$ cat config.mk
export PLATFORM = sky130hd
export DESIGN_NAME = id_decode_top
export DESIGN_NICKNAME = d
export VERILOG_FILES = /design/src/source/apb_pkg.sv /design/src/source/rv_decode_pkg.sv /design/src/source/ctrl_xfer_decoder.sv /design/src/source/ldst_decoder.sv /design/src/source/alu_decoder.sv /design/src/source/system_decoder.sv /design/src/source/decode_cfg_regs.sv /design/src/source/id_decode_top.sv
export VERILOG_INCLUDE_DIRS = /design/src /design/src/source
export SDC_FILE = /design/constraint.sdc
export NUM_CORES = 1
export LEC_CHECK = 0
export ABC_AREA = 1
export ABC_CLOCK_PERIOD_IN_PS = 3500
export BUFFER_PORTS_ARGS = -buffer_cell sky130_fd_sc_hd__buf_4
export CAP_MARGIN = 10
export CORE_MARGIN = 10
export CORE_UTILIZATION = 30
export CTS_CLUSTER_DIAMETER = 50
export DETAILED_ROUTE_END_ITERATION = 16
export HOLD_SLACK_MARGIN = 0.1
export SYNTH_ARGS = -nofsm -noshare
export SYNTH_HDL_FRONTEND = slang
export SYNTH_SLANG_ARGS = --single-unit
$ cat constraint.sdc
create_clock -name clk -period 3.5 [get_ports clk]
set_input_delay 0.35 -clock clk [delete_from_list [all_inputs] [get_ports clk]]
set_output_delay 0.35 -clock clk [all_outputs]
set_load 0.02 [all_outputs]
$ cat src/source/decode_consts.svh
// shared constants for the decode stage
// major opcodes, funct7 and funct12 values
// configuration register offsets and counter width
`ifndef DECODE_CONSTS_SVH
`define DECODE_CONSTS_SVH

`define INSTR_W 32                   // instruction word width

// major opcodes, low two bits always 11 for 32-bit words
`define OPC_LOAD   7'b000_0011
`define OPC_STORE  7'b010_0011
`define OPC_BRANCH 7'b110_0011
`define OPC_JALR   7'b110_0111
`define OPC_JAL    7'b110_1111
`define OPC_OPIMM  7'b001_0011
`define OPC_OP     7'b011_0011
`define OPC_LUI    7'b011_0111
`define OPC_AUIPC  7'b001_0111
`define OPC_FENCE  7'b000_1111
`define OPC_SYSTEM 7'b111_0011

`define F7_BASE    7'b000_0000       // add, srl and the rest
`define F7_ALT     7'b010_0000       // sub, sra

`define SYS_ECALL  12'h000
`define SYS_EBREAK 12'h001
`define SYS_MRET   12'h302
`define SYS_DRET   12'h7b2
`define SYS_WFI    12'h105

`define CFG_ADDR_PRIV   8'h04
`define CFG_ADDR_DBG    8'h08
`define CFG_ADDR_ILLCNT 8'h0c
`define ILLCNT_W 16                  // saturating illegal counter

`endif

$ cat src/source/apb_pkg.sv
// apb request and response structs for the configuration port
package apb_pkg;

   typedef struct packed {
      logic        psel;
      logic        penable;
      logic        pwrite;
      logic [7:0]  paddr;            // byte offset
      logic [31:0] pwdata;
   } apb_req_t;

   typedef struct packed {
      logic        pready;
      logic        pslverr;          // unmapped offset
      logic [31:0] prdata;
   } apb_rsp_t;

endpackage

$ cat src/source/rv_decode_pkg.sv
// instruction decode types
// operator and mux-select enums, privilege level
// configuration struct and decoder control struct with its illegal constant
package rv_decode_pkg;

   typedef enum logic [4:0] {
      ALU_ADD, ALU_SUB, ALU_XOR, ALU_OR, ALU_AND, ALU_SLT, ALU_SLTU, ALU_SLL,
      ALU_SRL, ALU_SRA, ALU_EQ, ALU_NE, ALU_LT, ALU_GE, ALU_LTU, ALU_GEU
   } alu_op_e;

   typedef enum logic [1:0] {OP_A_REGA, OP_A_CURRPC, OP_A_IMM} op_a_sel_e;
   typedef enum logic       {OP_B_REGB, OP_B_IMM} op_b_sel_e;
   typedef enum logic [1:0] {OP_C_NONE, OP_C_REGB, OP_C_BCH} op_c_sel_e;
   typedef enum logic       {IMMA_ZERO, IMMA_Z} imm_a_sel_e;
   typedef enum logic [1:0] {IMMB_I, IMMB_S, IMMB_U, IMMB_PCINCR} imm_b_sel_e;
   typedef enum logic [1:0] {CT_NONE, CT_JAL, CT_JALR, CT_BCH} ctrl_xfer_e;
   typedef enum logic [1:0] {CSR_OP_READ, CSR_OP_WRITE, CSR_OP_SET, CSR_OP_CLEAR} csr_op_e;

   typedef enum logic [1:0] {
      PRIV_LVL_U = 2'b00,
      PRIV_LVL_M = 2'b11
   } priv_lvl_e;

   // steers mret, dret and wfi
   typedef struct packed {
      priv_lvl_e priv_lvl;
      logic      debug_mode;
      logic      mstatus_tw;
   } decode_cfg_t;

   typedef struct packed {
      logic       alu_en;            // unit enables
      logic       lsu_en;
      logic       csr_en;
      logic       sys_en;
      logic       alu_jmp;
      logic       alu_jmpr;          // jump target from rs1
      logic       alu_bch;
      op_a_sel_e  alu_op_a_mux_sel;
      op_b_sel_e  alu_op_b_mux_sel;
      op_c_sel_e  op_c_mux_sel;
      imm_a_sel_e imm_a_mux_sel;
      imm_b_sel_e imm_b_mux_sel;
      alu_op_e    alu_operator;
      logic       rf_we;
      logic [1:0] rf_re;             // [0] rs1, [1] rs2
      logic       lsu_we;
      logic       lsu_sext;
      logic [1:0] lsu_size;          // 00 byte, 01 half, 10 word
      ctrl_xfer_e ctrl_xfer;
      csr_op_e    csr_op;
      logic       sys_ecall;
      logic       sys_ebrk;
      logic       sys_mret;
      logic       sys_dret;
      logic       sys_wfi;
      logic       sys_fencei;
      logic       illegal;           // kept as lsb
   } decoder_ctrl_t;

   localparam int unsigned DECODER_CTRL_W = $bits(decoder_ctrl_t);
   // only the illegal bit set
   localparam decoder_ctrl_t DECODER_CTRL_ILLEGAL = decoder_ctrl_t'(DECODER_CTRL_W'(1));

endpackage

$ cat src/source/ctrl_xfer_decoder.sv
// control transfer decode
// jal, jalr and the six branch compares
`include "decode_consts.svh"

module ctrl_xfer_decoder (
   input  logic [`INSTR_W-1:0]          instr_i,
   output rv_decode_pkg::decoder_ctrl_t ctrl_o
);
   import rv_decode_pkg::*;

   always_comb begin
      ctrl_o         = DECODER_CTRL_ILLEGAL;
      ctrl_o.illegal = 1'b0;
      ctrl_o.alu_en  = 1'b1;

      if (instr_i[2]) begin                          // jal / jalr, alu builds link address
         ctrl_o.alu_jmp          = 1'b1;
         ctrl_o.alu_op_a_mux_sel = OP_A_CURRPC;
         ctrl_o.alu_op_b_mux_sel = OP_B_IMM;
         ctrl_o.imm_b_mux_sel    = IMMB_PCINCR;     // pc + 4
         ctrl_o.alu_operator     = ALU_ADD;
         ctrl_o.rf_we            = 1'b1;            // link register
         ctrl_o.ctrl_xfer        = CT_JAL;
         if (!instr_i[3]) begin                     // jalr
            ctrl_o.alu_jmpr  = 1'b1;
            ctrl_o.rf_re[0]  = 1'b1;                // target from rs1
            ctrl_o.ctrl_xfer = CT_JALR;
            if (instr_i[14:12] != 3'b000) ctrl_o = DECODER_CTRL_ILLEGAL;
         end
      end else begin                                 // conditional branch
         ctrl_o.alu_bch          = 1'b1;
         ctrl_o.alu_op_a_mux_sel = OP_A_REGA;
         ctrl_o.alu_op_b_mux_sel = OP_B_REGB;
         ctrl_o.op_c_mux_sel     = OP_C_BCH;        // branch offset
         ctrl_o.rf_re            = 2'b11;
         ctrl_o.ctrl_xfer        = CT_BCH;
         case (instr_i[14:12])
            3'b000:  ctrl_o.alu_operator = ALU_EQ;
            3'b001:  ctrl_o.alu_operator = ALU_NE;
            3'b100:  ctrl_o.alu_operator = ALU_LT;
            3'b101:  ctrl_o.alu_operator = ALU_GE;
            3'b110:  ctrl_o.alu_operator = ALU_LTU;
            3'b111:  ctrl_o.alu_operator = ALU_GEU;
            default: ctrl_o = DECODER_CTRL_ILLEGAL; // 010, 011 reserved
         endcase
      end
   end

endmodule

$ cat src/source/ldst_decoder.sv
// load and store decode
// access size, sign extension and reserved encodings
`include "decode_consts.svh"

module ldst_decoder (
   input  logic [`INSTR_W-1:0]          instr_i,
   output rv_decode_pkg::decoder_ctrl_t ctrl_o
);
   import rv_decode_pkg::*;

   always_comb begin
      ctrl_o                  = DECODER_CTRL_ILLEGAL;
      ctrl_o.illegal          = 1'b0;
      ctrl_o.lsu_en           = 1'b1;
      ctrl_o.rf_re[0]         = 1'b1;               // base address
      ctrl_o.alu_op_a_mux_sel = OP_A_REGA;
      ctrl_o.alu_op_b_mux_sel = OP_B_IMM;           // offset
      ctrl_o.lsu_size         = instr_i[13:12];

      if (instr_i[5]) begin                          // store
         ctrl_o.lsu_we        = 1'b1;
         ctrl_o.rf_re[1]      = 1'b1;
         ctrl_o.op_c_mux_sel  = OP_C_REGB;          // write data
         ctrl_o.imm_b_mux_sel = IMMB_S;
         if (instr_i[14] || (instr_i[13:12] == 2'b11)) ctrl_o = DECODER_CTRL_ILLEGAL;
      end else begin                                 // load
         ctrl_o.rf_we         = 1'b1;
         ctrl_o.imm_b_mux_sel = IMMB_I;
         ctrl_o.lsu_sext      = !instr_i[14];       // lbu/lhu zero extend
         // 011 is rv64 ld, 110/111 reserved
         if ((instr_i[14:12] == 3'b011) || (instr_i[14:13] == 2'b11)) begin
            ctrl_o = DECODER_CTRL_ILLEGAL;
         end
      end
   end

endmodule

$ cat src/source/alu_decoder.sv
// integer alu decode
// lui, auipc, op-imm and op into operator and operand selects
`include "decode_consts.svh"

module alu_decoder (
   input  logic [`INSTR_W-1:0]          instr_i,
   output rv_decode_pkg::decoder_ctrl_t ctrl_o
);
   import rv_decode_pkg::*;

   logic [6:0] funct7;
   logic [2:0] funct3;

   assign funct7 = instr_i[31:25];
   assign funct3 = instr_i[14:12];

   always_comb begin
      ctrl_o              = DECODER_CTRL_ILLEGAL;
      ctrl_o.illegal      = 1'b0;
      ctrl_o.alu_en       = 1'b1;
      ctrl_o.rf_we        = 1'b1;
      ctrl_o.alu_operator = ALU_ADD;

      if (instr_i[2]) begin                          // upper immediate forms
         ctrl_o.alu_op_b_mux_sel = OP_B_IMM;
         ctrl_o.imm_b_mux_sel    = IMMB_U;
         if (instr_i[5]) begin                      // lui, 0 + imm
            ctrl_o.alu_op_a_mux_sel = OP_A_IMM;
            ctrl_o.imm_a_mux_sel    = IMMA_ZERO;
         end else begin                             // auipc, pc + imm
            ctrl_o.alu_op_a_mux_sel = OP_A_CURRPC;
         end
      end else if (!instr_i[5]) begin                // op-imm
         ctrl_o.alu_op_a_mux_sel = OP_A_REGA;
         ctrl_o.alu_op_b_mux_sel = OP_B_IMM;
         ctrl_o.imm_b_mux_sel    = IMMB_I;
         ctrl_o.rf_re[0]         = 1'b1;
         case (funct3)
            3'b000: ctrl_o.alu_operator = ALU_ADD;
            3'b010: ctrl_o.alu_operator = ALU_SLT;
            3'b011: ctrl_o.alu_operator = ALU_SLTU;
            3'b100: ctrl_o.alu_operator = ALU_XOR;
            3'b110: ctrl_o.alu_operator = ALU_OR;
            3'b111: ctrl_o.alu_operator = ALU_AND;
            3'b001: begin                           // slli, shamt only
               ctrl_o.alu_operator = ALU_SLL;
               if (funct7 != `F7_BASE) ctrl_o = DECODER_CTRL_ILLEGAL;
            end
            default: begin                          // srli / srai
               if (funct7 == `F7_BASE)     ctrl_o.alu_operator = ALU_SRL;
               else if (funct7 == `F7_ALT) ctrl_o.alu_operator = ALU_SRA;
               else                        ctrl_o = DECODER_CTRL_ILLEGAL;
            end
         endcase
      end else begin                                 // register-register op
         ctrl_o.alu_op_a_mux_sel = OP_A_REGA;
         ctrl_o.alu_op_b_mux_sel = OP_B_REGB;
         ctrl_o.rf_re            = 2'b11;
         case ({funct7, funct3})
            {`F7_BASE, 3'b000}: ctrl_o.alu_operator = ALU_ADD;
            {`F7_ALT,  3'b000}: ctrl_o.alu_operator = ALU_SUB;
            {`F7_BASE, 3'b001}: ctrl_o.alu_operator = ALU_SLL;
            {`F7_BASE, 3'b010}: ctrl_o.alu_operator = ALU_SLT;
            {`F7_BASE, 3'b011}: ctrl_o.alu_operator = ALU_SLTU;
            {`F7_BASE, 3'b100}: ctrl_o.alu_operator = ALU_XOR;
            {`F7_BASE, 3'b101}: ctrl_o.alu_operator = ALU_SRL;
            {`F7_ALT,  3'b101}: ctrl_o.alu_operator = ALU_SRA;
            {`F7_BASE, 3'b110}: ctrl_o.alu_operator = ALU_OR;
            {`F7_BASE, 3'b111}: ctrl_o.alu_operator = ALU_AND;
            default:            ctrl_o = DECODER_CTRL_ILLEGAL; // m-ext and others
         endcase
      end
   end

endmodule

$ cat src/source/system_decoder.sv
// system decode
// fence / fence.i, ecall, ebreak, mret, dret, wfi and the csr instructions
// privileged forms checked against the current configuration
`include "decode_consts.svh"

module system_decoder (
   input  logic [`INSTR_W-1:0]          instr_i,
   input  rv_decode_pkg::decode_cfg_t   cfg_i,
   output rv_decode_pkg::decoder_ctrl_t ctrl_o
);
   import rv_decode_pkg::*;

   logic rs1_rd_zero;

   assign rs1_rd_zero = ({instr_i[19:15], instr_i[11:7]} == 10'b0);

   always_comb begin
      ctrl_o         = DECODER_CTRL_ILLEGAL;
      ctrl_o.illegal = 1'b0;

      if (!instr_i[4]) begin                         // misc-mem
         ctrl_o.sys_en = 1'b1;
         // plain fence handled as fence.i, flushes the pipe either way
         if (instr_i[14:13] == 2'b00) ctrl_o.sys_fencei = 1'b1;
         else                         ctrl_o = DECODER_CTRL_ILLEGAL;
      end else if (instr_i[14:12] == 3'b000) begin   // privileged, no csr
         ctrl_o.sys_en = 1'b1;
         case (instr_i[31:20])
            `SYS_ECALL:  ctrl_o.sys_ecall = 1'b1;
            `SYS_EBREAK: ctrl_o.sys_ebrk  = 1'b1;
            `SYS_MRET: begin
               if (cfg_i.priv_lvl != PRIV_LVL_M) ctrl_o = DECODER_CTRL_ILLEGAL;
               else                              ctrl_o.sys_mret = 1'b1;
            end
            `SYS_DRET: begin                        // only legal in debug mode
               if (cfg_i.debug_mode) ctrl_o.sys_dret = 1'b1;
               else                  ctrl_o = DECODER_CTRL_ILLEGAL;
            end
            `SYS_WFI: begin                         // user wfi traps when tw set
               if ((cfg_i.priv_lvl == PRIV_LVL_U) && cfg_i.mstatus_tw) begin
                  ctrl_o = DECODER_CTRL_ILLEGAL;
               end else begin
                  ctrl_o.sys_wfi = 1'b1;
               end
            end
            default: ctrl_o = DECODER_CTRL_ILLEGAL;
         endcase
         if (!rs1_rd_zero) ctrl_o = DECODER_CTRL_ILLEGAL;
      end else begin                                 // csr access
         ctrl_o.csr_en           = 1'b1;
         ctrl_o.rf_we            = 1'b1;
         ctrl_o.alu_op_b_mux_sel = OP_B_IMM;
         ctrl_o.imm_a_mux_sel    = IMMA_Z;          // zero-extended uimm
         ctrl_o.imm_b_mux_sel    = IMMB_I;          // csr address
         if (instr_i[14]) begin
            ctrl_o.alu_op_a_mux_sel = OP_A_IMM;     // rs1 field is the immediate
         end else begin
            ctrl_o.alu_op_a_mux_sel = OP_A_REGA;
            ctrl_o.rf_re[0]         = 1'b1;
         end
         // set/clear with a zero source only reads
         case (instr_i[13:12])
            2'b01:   ctrl_o.csr_op = CSR_OP_WRITE;
            2'b10:   ctrl_o.csr_op = (instr_i[19:15] == 5'b0) ? CSR_OP_READ : CSR_OP_SET;
            2'b11:   ctrl_o.csr_op = (instr_i[19:15] == 5'b0) ? CSR_OP_READ : CSR_OP_CLEAR;
            default: ctrl_o = DECODER_CTRL_ILLEGAL;
         endcase
      end
   end

endmodule

$ cat src/source/decode_cfg_regs.sv
// apb configuration registers for the decode stage
// privilege level, debug mode and mstatus.tw
// saturating illegal-instruction counter, cleared by any write
`include "decode_consts.svh"

module decode_cfg_regs (
   input  logic                       clk,
   input  logic                       rst_n_i,
   input  apb_pkg::apb_req_t          apb_req_i,
   output apb_pkg::apb_rsp_t          apb_rsp_o,
   input  logic                       illegal_seen_i,
   output rv_decode_pkg::decode_cfg_t cfg_o
);
   import rv_decode_pkg::*;

   logic                 access;                   // apb access phase
   logic                 addr_hit;
   logic                 wr_en;
   logic [`ILLCNT_W-1:0] ill_cnt;

   assign access = apb_req_i.psel & apb_req_i.penable;
   assign wr_en  = access & apb_req_i.pwrite;

   //////////////////////////////
   // read mux and response
   always_comb begin
      addr_hit          = 1'b1;
      apb_rsp_o.prdata  = '0;
      case (apb_req_i.paddr)
         `CFG_ADDR_PRIV:   apb_rsp_o.prdata = 32'(cfg_o.priv_lvl);
         `CFG_ADDR_DBG:    apb_rsp_o.prdata = {30'b0, cfg_o.mstatus_tw, cfg_o.debug_mode};
         `CFG_ADDR_ILLCNT: apb_rsp_o.prdata = 32'(ill_cnt);
         default:          addr_hit = 1'b0;
      endcase
      apb_rsp_o.pready  = access;                  // zero wait states
      apb_rsp_o.pslverr = access & ~addr_hit;
   end

   //////////////////////////////
   // configuration, live for the next word
   always_ff @(posedge clk) begin
      if (!rst_n_i) begin
         cfg_o <= '{priv_lvl: PRIV_LVL_M, debug_mode: 1'b0, mstatus_tw: 1'b0};
      end else if (wr_en) begin
         case (apb_req_i.paddr)
            `CFG_ADDR_PRIV: begin                   // only U and M exist
               cfg_o.priv_lvl <= (apb_req_i.pwdata[1:0] == 2'b11) ? PRIV_LVL_M : PRIV_LVL_U;
            end
            `CFG_ADDR_DBG: begin
               cfg_o.debug_mode <= apb_req_i.pwdata[0];
               cfg_o.mstatus_tw <= apb_req_i.pwdata[1];
            end
            default: ;                              // illcnt below, others ignored
         endcase
      end
   end

   always_ff @(posedge clk) begin
      if (!rst_n_i) begin
         ill_cnt <= '0;
      end else if (wr_en && (apb_req_i.paddr == `CFG_ADDR_ILLCNT)) begin
         ill_cnt <= '0;                             // clear wins over a count
      end else if (illegal_seen_i && !(&ill_cnt)) begin
         ill_cnt <= ill_cnt + 1'b1;                 // stick at max
      end
   end

   a_penable_needs_psel : assert property (@(posedge clk) disable iff (!rst_n_i)
      apb_req_i.penable |-> apb_req_i.psel);

endmodule

$ cat src/source/id_decode_top.sv
// registered rv32i decode stage
// opcode selects one sub-decoder, the result is registered with its valid
// compressed and unknown words decode as illegal
`include "decode_consts.svh"

module id_decode_top (
   input  logic                         clk,
   input  logic                         rst_n_i,
   input  logic                         instr_valid_i,
   input  logic [`INSTR_W-1:0]          instr_i,
   output logic                         ctrl_valid_o,
   output rv_decode_pkg::decoder_ctrl_t ctrl_o,
   input  apb_pkg::apb_req_t            apb_req_i,
   output apb_pkg::apb_rsp_t            apb_rsp_o
);
   import rv_decode_pkg::*;

   decoder_ctrl_t xfer_ctrl, ldst_ctrl, alu_ctrl, sys_ctrl;
   decoder_ctrl_t dec_ctrl;                        // selected, pre-register
   decode_cfg_t   cfg;

   ctrl_xfer_decoder i_ctrl_xfer_decoder (.instr_i(instr_i), .ctrl_o(xfer_ctrl));
   ldst_decoder      i_ldst_decoder      (.instr_i(instr_i), .ctrl_o(ldst_ctrl));
   alu_decoder       i_alu_decoder       (.instr_i(instr_i), .ctrl_o(alu_ctrl));
   system_decoder    i_system_decoder    (.instr_i(instr_i), .cfg_i(cfg), .ctrl_o(sys_ctrl));

   decode_cfg_regs i_decode_cfg_regs (
      .clk            (clk),
      .rst_n_i        (rst_n_i),
      .apb_req_i      (apb_req_i),
      .apb_rsp_o      (apb_rsp_o),
      .illegal_seen_i (ctrl_valid_o & ctrl_o.illegal), // counted on the output cycle
      .cfg_o          (cfg)
   );

   // full 7-bit match, so low bits other than 11 fall into default
   always_comb begin
      case (instr_i[6:0])
         `OPC_JAL, `OPC_JALR, `OPC_BRANCH:           dec_ctrl = xfer_ctrl;
         `OPC_LOAD, `OPC_STORE:                      dec_ctrl = ldst_ctrl;
         `OPC_LUI, `OPC_AUIPC, `OPC_OPIMM, `OPC_OP:  dec_ctrl = alu_ctrl;
         `OPC_FENCE, `OPC_SYSTEM:                    dec_ctrl = sys_ctrl;
         default:                                    dec_ctrl = DECODER_CTRL_ILLEGAL;
      endcase
   end

   always_ff @(posedge clk) begin
      if (!rst_n_i) begin
         ctrl_valid_o <= 1'b0;
         ctrl_o       <= '0;
      end else begin
         ctrl_valid_o <= instr_valid_i;           // one cycle latency, no stall
         if (instr_valid_i) ctrl_o <= dec_ctrl;
      end
   end

   a_illegal_no_enable : assert property (@(posedge clk) disable iff (!rst_n_i)
      (ctrl_valid_o && ctrl_o.illegal)
         |-> !(ctrl_o.alu_en || ctrl_o.lsu_en || ctrl_o.csr_en || ctrl_o.sys_en));

endmodule

; ---- Word-level counts from Yosys, hierarchy flattened
; Index checks and enable logic that the tools add are counted.
[totals]
output_inout_bits = 73
register_bits = 59
inputBits = 78
[op_classes]
bitwise_logic = 6
n_eq_ne = 41
reduce_logical = 31
addsub = 1
mux = 59
[op_table]
columns = cell, n
row1 = 2-to-1 mux 38 bit, 8
row2 = one-hot mux 38 bit (4 select lines), 1
row3 = one-hot mux 28 bit (4 select lines), 1
row4 = 2-to-1 mux 37 bit, 2
row5 = 2-to-1 mux 15 bit, 4
row6 = 2-to-1 mux 18 bit, 3
row7 = one-hot mux 16 bit (3 select lines), 1
row8 = "equality test 10 x 3 -> 1 bit, second input constant", 4
row9 = one-hot mux 18 bit (2 select lines), 1
row10 = one-hot mux 4 bit (9 select lines), 1
row11 = 2-to-1 mux 35 bit, 1
row12 = one-hot mux 5 bit (7 select lines), 1
row13 = 2-to-1 mux 33 bit, 1
row14 = 2-to-1 mux 32 bit, 1
row15 = 2-to-1 mux 31 bit, 1
row16 = 2-to-1 mux 30 bit, 1
row17 = one-hot mux 15 bit (2 select lines), 1
row18 = "equality test 7 x 6 -> 1 bit, second input constant", 4
row19 = "equality test 7 bit, second input constant", 4
row20 = 2-to-1 mux 27 bit, 1
row21 = one-hot mux 4 bit (6 select lines), 1
row22 = 2-to-1 mux 23 bit, 1
row23 = "equality test 10 x 2 -> 1 bit, second input constant", 2
row24 = "equality test 10 x 9 -> 1 bit, second input constant", 2
row25 = 47 further kinds, 90

; ---- Depth between registers and ports, before layout
[logic_depth]
word_depth = 8
depth_mapped = 14
ltp_nobuf = 13

; ---- Hierarchy
; Synthesis repeated with hierarchy kept, for this count alone.
[unflattened]
hier_cells = 1122
hier_area_um2 = 6298.5
[by_module_without_submodules]
columns = mod, area_per_inst_um2, seq_area_each_um2, instances, cells_each
row1 = id_decode_top, 2832.7, 780.7, 1, 517
row2 = decode_cfg_regs, 1462.7, 380.4, 1, 251
row3 = system_decoder, 693.2, 0.0, 1, 130
row4 = alu_decoder, 630.6, 0.0, 1, 116
row5 = ctrl_xfer_decoder, 375.4, 0.0, 1, 60
row6 = ldst_decoder, 304.0, 0.0, 1, 48

; ---- Least setup slack after synthesis
; No wires, ideal clock.
[synth_timing]
path_kind = input to output
start = in apb_req_i[33] (netlist name)
end = out apb_rsp_o[10] (netlist name)
path_stages = 5
arrival_ns = 1.350
path_slack_ns = 1.800
path_buffers = 1
cell_sequence = or2_1 inv_1 nand4_2 clkbuf_1 nor2_1
[synth_rtl]
columns = element, line_no
row1 = "start, declared", id_decode_top.sv:13  ; input apb_pkg::apb_req_t apb_req_i,
row2 = "end, declared", id_decode_top.sv:14  ; output apb_pkg::apb_rsp_t apb_rsp_o

==> summary.md <==
| Metric | Value |
|---|---|
| Top FF cell, synth | `dfxtp_1` |
| Root Buffer | `clkbuf_16` |
| Maximum VDD drop | `roughly 180 uV` |
| Simple-Gate Fraction of Synth Area | `around two fifths` |
| Clock Path Buffers | `2` |
| Post-Route WL | `between 10000 and 15000 um` |
| # IOs | `about 150` |
| Post-Syn Area | `~3500 um2` |
| Synth top area share | `between 30% and 40%` |
| Vias/cell | `about 4.8` |
| Clk sinks | `54` |
| Hold Buf Count CTS | `0` |
| CP required | `~3.2 ns` |
| Row count | `39` |
| Area delta synth->final | `27.8%` |
| Most common cell in the synthesized netlist | `nand2_1` |
| Clock Latency Late Sink | `roughly 0.30 ns` |
| Clock Skew | `approximately 0.0035 ns` |
| Fmax | `between 400 and 500 MHz` |
| Xor and xnor fraction of the mapped netlist area | `1.25%` |
| H-tree level count | `2` |
| EDFF count, synth | `0` |
| Top cells by area, synth | `dfxtp_1 31%, nand2_1 17%, nor2_1 7.8%` |
| Synth unique cells | `34` |
| Reg clk slew, reported paths | `~0.070 ns` |
| Final RePlAce weighted congestion | `around 0.9` |
| Grt total ovfl | `0` |
| Max-slew violation count | `0` |
| Critical path peak fanout | `17` |
| Gr usage total | `between 10 and 15%` |
| DRC Markers | `0` |
| MaxCap Viol Count | `0` |
| Post-CTS Setup Inserts | `0` |
| Drt pass-1 iters | `5` |
| Tmin final | `approximately 2 ns` |
| Yosys warns | `0` |
| Clock tree from TritonCTS | `done` |
| Vias | `a little under 4000` |
| Crit path largest cell delay | `between 0.3 and 0.4 ns` |
| Detail Route Antenna Nets | `0` |
| Adder-cell share of the synthesized area | `0.356%` |
| CP Launch Type | `input pin` |
| Initial antenna violation count | `0` |
| Post-CTS Resized | `0` |
| Area occupied by multi-input gates | `about 2000 um2` |
| Setup TNS | `0 ns` |
| Largest family of logic cells by synthesized area | `simple AND/OR/NAND/NOR gates` |
| Final setup vio count | `0` |
| Layout cells sized above 1 | `around 20%` |
| Reg area | `1080 um2` |
| Final nets | `about 750` |
| Fillers | `between 1000 and 1500` |
| WP data arrival | `around 1.7 ns` |
| Area leader, netlist | `dfxtp_1` |
| Final HPWL DP | `9680 um` |
| Final Hold Fails | `0` |
| Ys async rst share | `0%` |
| Status | `completed` |
| Pin count of the biggest net entering global routing | `23` |
| Post-Syn Instances | `571` |
| Final worst-path cycle share | `around 58%` |
| CP max stage cell | `nand4_2` |
| RSZ-0062 raised after global routing | `false` |
| First-pass GRT wire length | `between 15000 and 20000 um` |
| Top cell by count, worst path | `buf_4` |
| Initial Utilization | `~31%` |
| Vias in the first global route | `3833` |
| Die H | `128 um` |
| Final WS setup | `1.47 ns` |
| Setup WS pre-CTS | `between 1 and 1.5 ns` |
| Die X | `~130 um` |
| Diode count | `0` |
| Cell Pwr Density | `~300 nW/um2` |
| Detailed-route wire length per cell | `14.3 um` |
| # port buffers | `approximately 100` |
| 1st-iter DRT viols | `296` |
| Cell Chain, Critical Path | `buf_4 -> or2_1 -> inv_1 -> nand4_2 -> o221ai_1 -> buf_4` |
| Syn Area/Cell | `just over 6 um2` |
| Worst reg-to-reg setup slack | `around 1.6 ns` |
| WS Path Type | `in -> out` |
| Synth top cells by count | `155 x nand2_1, 73 x nor2_1, 64 x inv_1` |
| Seq/Total Area, Yosys | `a little under a third` |
| Core ar. | `11400 um2` |
| Synth Area in Compound Gates | `about an eighth` |
| #FFs+latches synth | `between 50 and 60` |
| Multiplexer area fraction after synthesis | `0%` |
| Pleak | `between 2 and 2.5 nW` |
| CTS Buf Count | `5` |
| Die area | `about 16000 um2` |
| Crit path capture type | `primary output` |
| Worst hold path type | `in -> reg` |
-- per-layer routing --
metal  part of all wire (%)  GRT usage (%)  wire length (um)
met2                     45           21.5              5230
met4                    1.8           4.77               206
met3                    5.4           2.61               629
met5                      0              0                 0
met1                     48           17.9              5520
-- placed cells by master (no fill, tap or decap), drive strengths merged, types with 15 or more instances in the layout --
master | netlist | routed
buf | 30 | 105
dfxtp | 54 | 54
nand4 | 17 | 17
nand2 | 159 | 159
o21ai | 34 | 34
inv | 69 | 69
conb | 1 | 17
a21oi | 23 | 23
nor3 | 15 | 15
nand3 | 55 | 55
nor2 | 79 | 79
-- worst paths after layout --
path | startpoint | end | cells after the start
max reg2reg | i_decode_cfg_regs.ill_cnt[0]$_SDFFE_PP0P_ | i_decode_cfg_regs.ill_cnt[14]$_SDFFE_PP0P_ | 9
min | instr_valid_i | ctrl_o[26]$_SDFFE_PN0P_ | 2
max | apb_req_i[33] | apb_rsp_o[0] | 6
min reg2reg | ctrl_o[37]$_SDFFE_PN0P_ | ctrl_o[37]$_SDFFE_PN0P_ | 2
-- registers in the layout, summed over array words and instances, names as in the netlist --
signal	cells
ctrl_valid_o	1
ctrl_o	34
i_decode_cfg_regs.cfg_o	3
i_decode_cfg_regs.ill_cnt	16
-- through the flow --
stage / cell area, um2 / utilization, % / hold slack (ns) / std cells / total power [mW]
3_5_place_dp: 4320 / 37.8 / 0.442 / 802 / 0.822
6_report: 4490 / 39.3 / 0.290 / 810 / 1.39
2_1_floorplan: 3570 / - / 0.444 / 587 / 0.756
5_1_grt: 4490 / 39.3 / 0.295 / 810 / 1.44
3_3_place_gp: 4320 / 37.8 / 0.443 / 802 / 0.821
4_1_cts: 4490 / 39.3 / 0.282 / 810 / 1.40
-- worst max-delay path, delay by kind of cell --
family                 cells  cell delay, ns
buffers and inverters      3            0.40
AOI/OAI and AO/OA          1            0.35
and+or+nand+nor            2            0.59
-- power by group --
part	switching, mW	leakage (nW)	internal, mW
combinational	0.123	1.53	0.0658
sequential	0.00300	0.436	0.617
clock	0.238	0.0760	0.338
total	0.364	2.05	1.02
-- cell families (layout without fill, tap and decap cells) --
| family | Yosys count | in the layout |
|---|---|---|
| other cells | 1 | 17 |
| flops | 54 | 54 |
| simple gates | 332 | 332 |
| fa+ha+maj | 1 | 1 |
| compound gates | 74 | 74 |
| buf+inv | 104 | 184 |
| xor+xnor | 5 | 5 |
-- area by class of cell --
| cell class | instances | share of cell area [%] |
|---|---|---|
| timing repair buffer | 105 | 17.6 |
| clock buffer | 5 | 2.79 |
| sequential | 54 | 24.1 |
| clock inverter | 3 | 1.00 |
| inverter | 71 | 5.94 |
| multi-input combinational | 429 | 44.6 |
| tap | 143 | 3.99 |
No activity file was read; power rests on OpenSTA's default activity.
